--- src/iopage_bus_pkg.sv ---
// I/O page bus types.
// Request, per-device response and the data widths shared by all blocks.
package iopage_bus_pkg;

   typedef logic [15:0] word_t;         // Bus data word.
   typedef logic [12:0] iopage_addr_t;  // Byte offset within the 8 KB page.
   typedef logic [7:0]  vector_t;       // Interrupt vector.

   // One bus cycle from the master.
   typedef struct packed {
      iopage_addr_t addr;
      word_t        wdata;
      logic         rd;
      logic         wr;
      logic         byte_op;
   } iopage_req_t;

   // Answer of a single device to the current address.
   typedef struct packed {
      logic  decode;
      word_t rdata;
      logic  irq;
   } dev_resp_t;

endpackage
--- src/iopage_map_pkg.sv ---
// I/O page register map.
// Register offsets, interrupt vectors and status bit positions.
package iopage_map_pkg;

   // Register offsets within the page.
   localparam iopage_bus_pkg::iopage_addr_t clk_csr_addr = 13'o17546;  // Line clock CSR.
   localparam iopage_bus_pkg::iopage_addr_t tt_xcsr_addr = 13'o17564;  // Console XCSR.
   localparam iopage_bus_pkg::iopage_addr_t tt_xbuf_addr = 13'o17566;  // Console XBUF.
   localparam iopage_bus_pkg::iopage_addr_t sr_addr      = 13'o17570;  // Switches / display.

   // Interrupt vectors.
   localparam iopage_bus_pkg::vector_t clk_vector = 8'o100;
   localparam iopage_bus_pkg::vector_t tt_vector  = 8'o64;

   // Status register bits, common to both CSRs.
   localparam int ie_bit   = 6;  // Interrupt enable.
   localparam int flag_bit = 7;  // Done or monitor.

endpackage

--- src/iopage.sv ---
`timescale 1ns/1ps
// I/O page top level.
// Line clock, console transmitter and switch registers behind one read mux.
module iopage #(
   parameter int tick_div = 50,
   parameter int baud_div = 4
) (
   input  logic                        clk,
   input  logic                        rst_n,
   input  iopage_bus_pkg::iopage_req_t req,
   input  iopage_bus_pkg::word_t       switches,
   output iopage_bus_pkg::word_t       rdata,
   output logic                        no_decode,
   output logic                        interrupt,
   output iopage_bus_pkg::vector_t     vector,
   output iopage_bus_pkg::word_t       display,
   output logic                        rs232_tx
);

   iopage_bus_pkg::dev_resp_t tt_resp;
   iopage_bus_pkg::dev_resp_t clk_resp;
   iopage_bus_pkg::dev_resp_t sr_resp;

   line_clock #(
      .tick_div (tick_div)
   ) line_clock_i (
      .clk   (clk),
      .rst_n (rst_n),
      .req   (req),
      .resp  (clk_resp)
   );

   console_tx #(
      .baud_div (baud_div)
   ) console_tx_i (
      .clk      (clk),
      .rst_n    (rst_n),
      .req      (req),
      .resp     (tt_resp),
      .rs232_tx (rs232_tx)
   );

   switch_regs switch_regs_i (
      .clk      (clk),
      .rst_n    (rst_n),
      .req      (req),
      .switches (switches),
      .resp     (sr_resp),
      .display  (display)
   );

   // Read data and interrupt resolution.
   iopage_mux iopage_mux_i (
      .tt_resp   (tt_resp),
      .clk_resp  (clk_resp),
      .sr_resp   (sr_resp),
      .req       (req),
      .rdata     (rdata),
      .no_decode (no_decode),
      .interrupt (interrupt),
      .vector    (vector)
   );

endmodule

--- src/switch_regs.sv ---
`timescale 1ns/1ps
// Switch and display registers.
// Reads return the front panel switches, writes load the display lights.
module switch_regs (
   input  logic                        clk,
   input  logic                        rst_n,
   input  iopage_bus_pkg::iopage_req_t req,
   input  iopage_bus_pkg::word_t       switches,
   output iopage_bus_pkg::dev_resp_t   resp,
   output iopage_bus_pkg::word_t       display
);

   logic decode;
   logic lo_we;
   logic hi_we;

   assign decode = (req.addr[12:1] == iopage_map_pkg::sr_addr[12:1]);

   // Byte lanes, address bit 0 picks the half on byte writes.
   assign lo_we = decode & req.wr & (~req.byte_op | ~req.addr[0]);
   assign hi_we = decode & req.wr & (~req.byte_op | req.addr[0]);

   always_ff @(posedge clk or negedge rst_n) begin
      if (!rst_n) begin
         display <= '0;
      end else begin
         if (lo_we) begin
            display[7:0] <= req.wdata[7:0];
         end
         if (hi_we) begin
            display[15:8] <= req.wdata[15:8];
         end
      end
   end

   assign resp.decode = decode;
   assign resp.rdata  = switches;  // Live value, not latched.
   assign resp.irq    = 1'b0;

endmodule

--- src/console_tx.sv ---
`timescale 1ns/1ps
// Console transmitter.
// XCSR and XBUF registers and a serializer that sends 8N1 frames on rs232_tx.
module console_tx #(
   parameter int baud_div = 4
) (
   input  logic                        clk,
   input  logic                        rst_n,
   input  iopage_bus_pkg::iopage_req_t req,
   output iopage_bus_pkg::dev_resp_t   resp,
   output logic                        rs232_tx
);

   localparam int tmr_w = $clog2(baud_div);
   localparam logic [tmr_w-1:0] tmr_max = tmr_w'(baud_div - 1);

   typedef enum logic [1:0] {
      st_idle,
      st_start,
      st_data,
      st_stop
   } tx_state_t;

   tx_state_t             state;
   logic [tmr_w-1:0]      bit_tmr;
   logic [2:0]            bit_idx;
   logic                  bit_end;
   logic [7:0]            xbuf;
   logic                  ie;
   logic                  ready;
   logic                  xcsr_sel;
   logic                  xbuf_sel;
   logic                  lo_lane;
   logic                  xbuf_wr;
   iopage_bus_pkg::word_t xcsr;

   assign xcsr_sel = (req.addr[12:1] == iopage_map_pkg::tt_xcsr_addr[12:1]);
   assign xbuf_sel = (req.addr[12:1] == iopage_map_pkg::tt_xbuf_addr[12:1]);
   assign lo_lane  = ~req.byte_op | ~req.addr[0];

   assign ready   = (state == st_idle);
   assign xbuf_wr = xbuf_sel & req.wr & lo_lane & ready;  // Dropped while busy.
   assign bit_end = (bit_tmr == tmr_max);

   always_ff @(posedge clk or negedge rst_n) begin
      if (!rst_n) begin
         ie <= 1'b0;
      end else if (xcsr_sel && req.wr && lo_lane) begin
         ie <= req.wdata[iopage_map_pkg::ie_bit];
      end
   end

   always_ff @(posedge clk or negedge rst_n) begin
      if (!rst_n) begin
         state   <= st_idle;
         bit_tmr <= '0;
         bit_idx <= '0;
      end else begin
         if (state == st_idle || bit_end) begin
            bit_tmr <= '0;
         end else begin
            bit_tmr <= bit_tmr + 1'b1;
         end
         case (state)
            st_idle: begin
               if (xbuf_wr) begin
                  state <= st_start;
               end
            end
            st_start: begin
               if (bit_end) begin
                  state   <= st_data;
                  bit_idx <= '0;
               end
            end
            st_data: begin
               if (bit_end) begin
                  bit_idx <= bit_idx + 1'b1;
                  if (bit_idx == 3'd7) begin
                     state <= st_stop;
                  end
               end
            end
            default: begin
               if (bit_end) begin
                  state <= st_idle;  // Ten bit times done.
               end
            end
         endcase
      end
   end

   // Character shifts out LSB first.
   always_ff @(posedge clk) begin
      if (xbuf_wr) begin
         xbuf <= req.wdata[7:0];
      end else if (state == st_data && bit_end) begin
         xbuf <= {1'b0, xbuf[7:1]};
      end
   end

   always_comb begin
      case (state)
         st_start: rs232_tx = 1'b0;
         st_data:  rs232_tx = xbuf[0];
         default:  rs232_tx = 1'b1;  // Idle and stop are marking.
      endcase
   end

   always_comb begin
      xcsr = '0;
      xcsr[iopage_map_pkg::ie_bit]   = ie;
      xcsr[iopage_map_pkg::flag_bit] = ready;
   end

   assign resp.decode = xcsr_sel | xbuf_sel;
   assign resp.rdata  = xcsr_sel ? xcsr : '0;  // XBUF reads back zero.
   assign resp.irq    = ready & ie;

endmodule

--- src/line_clock.sv ---
`timescale 1ns/1ps
// Line clock.
// Divides the system clock to the line rate and sets the monitor flag each tick.
module line_clock #(
   parameter int tick_div = 50
) (
   input  logic                        clk,
   input  logic                        rst_n,
   input  iopage_bus_pkg::iopage_req_t req,
   output iopage_bus_pkg::dev_resp_t   resp
);

   localparam int cnt_w = $clog2(tick_div);
   localparam logic [cnt_w-1:0] cnt_max = cnt_w'(tick_div - 1);

   logic [cnt_w-1:0]      tick_cnt;
   logic                  tick;
   logic                  decode;
   logic                  csr_wr;
   logic                  ie;
   logic                  flag;
   iopage_bus_pkg::word_t csr;

   assign tick   = (tick_cnt == cnt_max);
   assign decode = (req.addr[12:1] == iopage_map_pkg::clk_csr_addr[12:1]);
   // Only the low byte holds anything.
   assign csr_wr = decode & req.wr & (~req.byte_op | ~req.addr[0]);

   always_ff @(posedge clk or negedge rst_n) begin
      if (!rst_n) begin
         tick_cnt <= '0;
      end else if (tick) begin
         tick_cnt <= '0;
      end else begin
         tick_cnt <= tick_cnt + 1'b1;
      end
   end

   always_ff @(posedge clk or negedge rst_n) begin
      if (!rst_n) begin
         ie   <= 1'b0;
         flag <= 1'b0;
      end else begin
         if (csr_wr) begin
            ie <= req.wdata[iopage_map_pkg::ie_bit];
         end
         if (tick) begin
            flag <= 1'b1;  // A new tick beats a clear.
         end else if (csr_wr && !req.wdata[iopage_map_pkg::flag_bit]) begin
            flag <= 1'b0;
         end
      end
   end

   always_comb begin
      csr = '0;
      csr[iopage_map_pkg::ie_bit]   = ie;
      csr[iopage_map_pkg::flag_bit] = flag;
   end

   assign resp.decode = decode;
   assign resp.rdata  = csr;
   assign resp.irq    = flag & ie;

endmodule

--- src/iopage_mux.sv ---
`timescale 1ns/1ps
// I/O page read mux.
// Picks read data from the decoding device, flags unclaimed accesses and
// resolves the interrupt request with its vector.
module iopage_mux (
   input  iopage_bus_pkg::dev_resp_t   tt_resp,
   input  iopage_bus_pkg::dev_resp_t   clk_resp,
   input  iopage_bus_pkg::dev_resp_t   sr_resp,
   input  iopage_bus_pkg::iopage_req_t req,
   output iopage_bus_pkg::word_t       rdata,
   output logic                        no_decode,
   output logic                        interrupt,
   output iopage_bus_pkg::vector_t     vector
);

   logic any_decode;

   // First decoding device wins.
   always_comb begin
      if (tt_resp.decode) begin
         rdata = tt_resp.rdata;
      end else if (clk_resp.decode) begin
         rdata = clk_resp.rdata;
      end else if (sr_resp.decode) begin
         rdata = sr_resp.rdata;
      end else begin
         rdata = '0;
      end
   end

   assign any_decode = tt_resp.decode | clk_resp.decode | sr_resp.decode;
   assign no_decode  = (req.rd | req.wr) & ~any_decode;  // Bus error to the CPU.

   assign interrupt = tt_resp.irq | clk_resp.irq | sr_resp.irq;

   // Console outranks the line clock.
   always_comb begin
      if (tt_resp.irq) begin
         vector = iopage_map_pkg::tt_vector;
      end else if (clk_resp.irq) begin
         vector = iopage_map_pkg::clk_vector;
      end else begin
         vector = '0;
      end
   end

endmodule

--- config.mk ---
export PLATFORM = sky130hd
export DESIGN_NAME = iopage
export DESIGN_NICKNAME = d
export VERILOG_FILES = /design/src/iopage_bus_pkg.sv /design/src/iopage_map_pkg.sv /design/src/iopage.sv /design/src/switch_regs.sv /design/src/console_tx.sv /design/src/line_clock.sv /design/src/iopage_mux.sv
export SDC_FILE = /design/constraint.sdc
export NUM_CORES = 1
export LEC_CHECK = 0
export BUFFER_PORTS_ARGS = -buffer_cell sky130_fd_sc_hd__buf_2
export CAP_MARGIN = 20
export CORE_MARGIN = 2
export CORE_UTILIZATION = 27
export DETAILED_ROUTE_END_ITERATION = 7
export GPL_ROUTABILITY_DRIVEN = 0
export GPL_TIMING_DRIVEN = 0
export PLACE_DENSITY = 0.49
export SLEW_MARGIN = 0
export SYNTH_ARGS = -nofsm -noshare
export SYNTH_HDL_FRONTEND = slang
export SYNTH_HIERARCHICAL = 1
export SYNTH_SLANG_ARGS = --single-unit
export TNS_END_PERCENT = 1
--- constraint.sdc ---
create_clock -name clk -period 3.39 [get_ports clk]
set_clock_uncertainty 0.1 [all_clocks]
set_input_delay 0.678 -clock clk [delete_from_list [all_inputs] [get_ports clk]]
set_output_delay 0.678 -clock clk [all_outputs]
set_load 0.01 [all_outputs]
==> results of run 1 <==
==> per-stage QoR <==
stage	hold WS (ns)	cell area (µm²)
floorplan	0.2824	3189
global placement	0.3198	3729
detailed placement	0.3294	3729
CTS	0.3375	3900
global route	0.3772	3900
finish	0.3358	3900
==> power by group through the flow <==
stage / logic (mW) / clock network, mW / registers (mW)
2_1_floorplan: 0.0756 / 0 / 0.502
3_3_place_gp: 0.124 / 0 / 0.501
3_5_place_dp: 0.125 / 0 / 0.501
4_1_cts: 0.126 / 0.559 / 0.492
5_1_grt: 0.139 / 0.581 / 0.492
6_report: 0.124 / 0.540 / 0.492
==> routing by layer <==
layer / vias to the layer above / part of all wire (%) / wire, µm
li1: 1130 / - / -
met1: 999 / 45 / 2824
met2: 52 / 49 / 3059
met3: 5 / 5.2 / 322
met4: 0 / 0.59 / 37
met5: - / 0 / 0
==> registers in the layout (all words and copies together), names as in the netlist, 2 cells and up <==
signal and cells:
switch_regs_i/display 16, console_tx_i/xbuf 8, console_tx_i/bit_tmr 2, console_tx_i/bit_idx 3
console_tx_i/state 2, line_clock_i/tick_cnt 6
==> placed cells by master (no fill, tap or decap), types with 5 or more instances in the layout <==
cell type	count
nor2_1	8
buf_4	57
clkbuf_16	5
ha_1	8
conb_1	33
mux2_4	24
edfxtp_1	8
nand2_1	9
dfrtp_1	32
nand3b_1	16
buf_2	77
inv_1	7
a21oi_2	10
nor2b_1	17
a21oi_1	22
==> worst register-to-register path: stages, from the launching register on <==
cell      delay, ns
dfrtp_1        0.38
inv_1          0.10
ha_1           0.15
clkbuf_1       0.26
a21boi_0       0.14
o22ai_1        0.22
mux2_1         0.35
==> cells by family (layout without fill, tap and decap cells) <==
family | after synthesis | count (layout)
compound gates | 46 | 46
mux | 26 | 26
buf+inv | 75 | 155
simple gates | 85 | 85
xor+xnor | 3 | 3
flops | 40 | 40
fa+ha+maj | 8 | 8
other cells | 4 | 33
==> worst paths after layout <==
kind | start | to | slack, ns | cells past startpoint
worst max-delay path | req[26] | rdata[11] | 0.13 | 10
worst max register to register | console_tx_i/state[0]$_DFFE_PN0P_ | console_tx_i/state[1]$_DFFE_PN0P_ | 1.60 | 6
max in group asynchronous | rst_n | line_clock_i/tick_cnt[3]$_DFF_PN0_ | 2.37 | 1
worst min register to register | console_tx_i/bit_tmr[0]$_DFF_PN0_ | console_tx_i/bit_tmr[0]$_DFF_PN0_ | 0.34 | 1
min in group asynchronous | rst_n | switch_regs_i/display[6]$_DFFE_PN0P_ | 0.36 | 1
worst min-delay path | console_tx_i/bit_tmr[0]$_DFF_PN0_ | console_tx_i/bit_tmr[0]$_DFF_PN0_ | 0.34 | 1
==> area by class of cell <==
| class | instances | area [µm²] | area share (%) |
|---|---|---|---|
| buffer | 67 | 495.5 | 12.70 |
| clock buffer | 5 | 125.1 | 3.208 |
| clock inverter | 3 | 46.29 | 1.187 |
| inverter | 8 | 30.03 | 0.7700 |
| multi-input combinational | 201 | 1623 | 41.61 |
| sequential | 40 | 1041 | 26.69 |
| tap | 143 | 178.9 | 4.588 |
| timing repair buffer | 72 | 360.3 | 9.240 |
==> reports/qor.yml, run 1 <==
status: "finished, final reports clean"
max_cap_viol_count: 0
synth_top_family_by_area: "simple AND/OR/NAND/NOR gates"
syn-cell-area_um2: 3080
drive_above_1_share_pct: 50.00
use_met1_pct: 13.57
seq_power_share_pct: 42.6
power.density_nw_per_um2: 296.4
p_sw_mw: 0.2487
rows: 39
total_power_mw: 1.156
clock_power_share_pct: 46.7
cts_tree: "yes"
synthAdderAreaFrac_pct: 3.249
chipWidth_um: 110.8
cpLargestDelayFamily: "simple AND/OR/NAND/NOR gates"
grt_max_degree: 33
cp.arrival_ns: 2.48
met3_usage_pct: 2.296
fin_ws_ns: 0.1325
path_max_fanout: 10
cp_data_required_time_ns: 2.61
tightest_slew_ns: 0.7328
yosysWarnings: 6
core-area_um2: 11270
ctsHoldBuffers: 0
groute.usage.overall_pct: 10.30
clk_pin_slew_worst_paths_ns: 0.06
yosysSeqAreaShare_pct: 33.79
synth_compound_area_share_pct: 10.03
die_area_um2: 12280
switching_share_pct: 21.51
nFillCells: 1163
root_buffer: "clkbuf_16"
synth_xor_area_share_pct: 0.8530
synth_area_leaders: "dfrtp_1, buf_4, mux2_4, edfxtp_1, nand3b_1"
period_needed_ns: 3.257
syn2layout_area_growth_pct: 26.60
antenna_cells: 0
drtPass1Iterations: 4
routed_wl_mm: 6.244
yosysMostFrequentCell: "buf_4"
grt_pass1_vias: 2141
dp_cells: 531
initial_utilization_pct: 27.33
clk_latency_ns: 0.28
num_vias: 2186
post-synth-top-area-fraction_pct: 26.00
drt_first_iter_violations: 76
die_h_um: 110.8
hp-class: "reg2reg"
grt_pass1_wl_mm: 10.43
wl_per_cell_um: 11.58
hpwl_mm: 4.890
combinationalPowerShare_pct: 10.7
htree_levels: 2
max_freq_mhz: 307.0
yosysTopAreaCell: "dfrtp_1"
cts_resized: 0
synthFlopType: "dfrtp_1"
synth.distinct_cells: 51
instances_no_fill: 539
nets: 453
io_pins: 93
post_cts_buffers: 0
port_buffers: 72
vias_per_cell: 4.056
post-route-period-util_pct: 96.09
syn_area_per_cell_um2: 10.73
cts_buffer_depth: 2
ys_ff_latch: 40
setup_violations: 0
power_leakage_nw: 1.979
drv_slew: 0
drc: 0
syn_inst: 287
cp_cell_sequence: "buf_2 -> nand4b_1 -> or4b_4 -> inv_2 -> buf_4 -> buf_4 -> buf_6 -> nand3b_1 -> a21oi_1 -> buf_2"
fin_util_pct: 34.60
cts.sinks: 40
worstSetupStartpointType: "input port"
synth_common_cells: "buf_4, dfrtp_1, mux2_4"
critPathCaptureType: "output pin"
grt.overflow.total: 0
cts-buffers-inserted: 5
hold_viol: 0
grt_busiest_layer: "met2"
worst-path-buf-inv: 6
synthMuxAreaShare_pct: 12.43
async_reset_ff_share_pct: 80.00
max_stage_delay_ns: 0.64
worst_path_max_delay_cell: "or4b_4"
totalNegativeSetupSlack_ns: 0
power.internal_mw: 0.9073
yosys.area_share.simple_pct: 22.10
relSlewSlack_pct: 51.14
grt_antenna_before_repair: 0
rsz0062_at_grt: "false"
synth_edf_count: 8
criticalPathCategory: "in2out"
drt.antenna.violating_nets: 0
use_met2_pct: 17.22
peakVddDrop_mv: 0.2059
dpl_worst_slack_ns: 0.1319
Power figures use the tool's default switching activity.
==> run 2, diff against run 1 <==
CORE_ASPECT_RATIO = 2   (was not set)
REMOVE_ABC_BUFFERS = 1   (was not set)
==> run 2 against run 1 <==
Combinational power shrank 27%; core utilization shrank 3.3 points; power shrank 4.0%; critical path type unchanged; cell area shrank 10%; sequential cell count is the same; non-clock buffer count shrank 49; clock power shrank 2%.
==> reports/qor.yml, run 2 (synthesis results as in run 1) <==
drc: 0
place_area_um2: 3328
drt.antenna.violating_nets: 0
criticalPathCategory: "in2out"
initial_utilization_pct: 27.46
hp-class: "reg2reg"
port_buffers: 88
rows: 55
worst_path_max_delay_cell: "nor3_2"
post-route-period-util_pct: 91.87
root_buffer: "clkbuf_16"
period_needed_ns: 3.114
peakVddDrop_mv: 0.1979
rsz0062_at_grt: "false"
num_vias: 2089
power.density_nw_per_um2: 316.5
clk_latency_ns: 0.28
cts_tree: "yes"
die_area_um2: 12330
syn2layout_area_growth_pct: 13.85
dp_cells: 480
clk_pin_slew_worst_paths_ns: 0.06
io_pins: 93
wl_per_cell_um: 12.52
setup_violations: 0
vias_per_cell: 4.272
grt_pass1_vias: 2062
relSlewSlack_pct: 46.32
hold_viol: 0
antenna_cells: 0
regArea_um2: 1041
hpwl_mm: 4.891
die_h_um: 155.1
nFillCells: 1141
path_common_cell: "buf_2"
cts_buffer_depth: 2
reg.largest.list: "switch_regs_i/display: 16 flops, console_tx_i/xbuf: 8 flops, line_clock_i/tick_cnt: 6 flops"
fin_util_pct: 31.27
max_stage_delay_ns: 0.71
drive_above_1_share_pct: 43.23
grt_max_degree: 35
core-area_um2: 11220
cp_data_required_time_ns: 2.61
nets: 404
cts_resized: 0
path_max_fanout: 20
status: "finished, final reports clean"
largest_reg_flops: 16
htree_levels: 2
critPathCaptureType: "output pin"
grt_pass1_wl_mm: 10.23
tightest_slew_ns: 0.8008
chipWidth_um: 79.53
multi_input_area_um2: 1628
top_register: "switch_regs_i/display"
instances_no_fill: 489
grt.overflow.total: 0
power_leakage_nw: 1.707
dpl_worst_slack_ns: 0.1029
layout_common_cells: "buf_2, conb_1, dfrtp_1"
grt_antenna_before_repair: 0
max_freq_mhz: 321.1
worstSetupStartpointType: "input port"
fin_area_um2: 3507
drt_first_iter_violations: 38
fin_ws_ns: 0.2756
drv_slew: 0
cp_cell_sequence: "buf_2 -> nand4_2 -> nor3_2 -> buf_6 -> a21oi_1 -> a21oi_2 -> buf_2"
routed_wl_mm: 6.124
drtPass1Iterations: 4
cts-buffers-inserted: 5
cp.arrival_ns: 2.34
ctsHoldBuffers: 0
groute.usage.overall_pct: 10.39
layout_commonest_cell: "buf_2"
cts.sinks: 40
max_cap_viol_count: 0
post_cts_buffers: 0
==> run 2: cell types whose count changed in the layout (fill, tap and decap cells not counted), sizes merged <==
cell | before | now
buf | 137 | 90
clkbuf | 7 | 6
clkinv | 0 | 1
clkinvlp | 1 | 0
inv | 9 | 8
==> run 2: cell type report <==
cell class,instances,share of cell area (%)
clock buffers,6,3.675
flip-flops and latches,40,29.68
clock inverters,2,0.9989
multi-input cells,201,46.41
inverters,8,0.8562
repair buffers,90,13.31
well taps,142,5.066
==> run 2: power by group <==
part / switching (mW) / internal [mW] / total, mW / leakage [nW]
sequential: 0.00107 / 0.491 / 0.492 / 0.479
combinational: 0.0521 / 0.0379 / 0.0900 / 1.15
clock: 0.182 / 0.346 / 0.528 / 0.0808
total: 0.235 / 0.875 / 1.11 / 1.71
==> run 2: worst paths after layout <==
kind | startpoint | end | slack, ns | cells after the start
max in group asynchronous | rst_n | switch_regs_i/display[5]$_DFFE_PN0P_ | 2.37 | 1
min | console_tx_i/bit_tmr[0]$_DFF_PN0_ | console_tx_i/bit_tmr[0]$_DFF_PN0_ | 0.33 | 1
max reg2reg | console_tx_i/state[0]$_DFFE_PN0P_ | console_tx_i/xbuf[7]$_SDFFCE_PN0P_ | 1.54 | 4
min reg2reg | console_tx_i/bit_tmr[0]$_DFF_PN0_ | console_tx_i/bit_tmr[0]$_DFF_PN0_ | 0.33 | 1
min in group asynchronous | rst_n | switch_regs_i/display[15]$_DFFE_PN0P_ | 0.35 | 1
max | req[31] | rdata[7] | 0.28 | 7
==> run 2: worst max-delay path: cells and delay by family <==
| family | cells | cell delay, ns |
|---|---|---|
| compound gates | 2 | 0.23 |
| buf+inv | 3 | 0.54 |
| simple gates | 2 | 0.88 |
==> run 2: routing by layer <==
layer | global-route usage [%] | share of wire (%) | vias to the layer above
met1 | 12.12 | 40 | 981
met4 | 3.859 | 1.6 | 0
met5 | 0 | 0 | -
li1 | - | - | 1032
met2 | 18.93 | 53 | 69
met3 | 1.276 | 4.5 | 7
==> run 2: through the flow <==
stage / TNS, ns / power (mW) / hold slack [ns]
global route: 0 / 1.163 / 0.3487
finish: 0 / 1.110 / 0.3338
global placement: -17.93 / 0.5909 / 0.3217
CTS: 0 / 1.129 / 0.3351
floorplan: -0.2828 / 0.5359 / 0.2824
detailed placement: 0 / 0.5924 / 0.3272
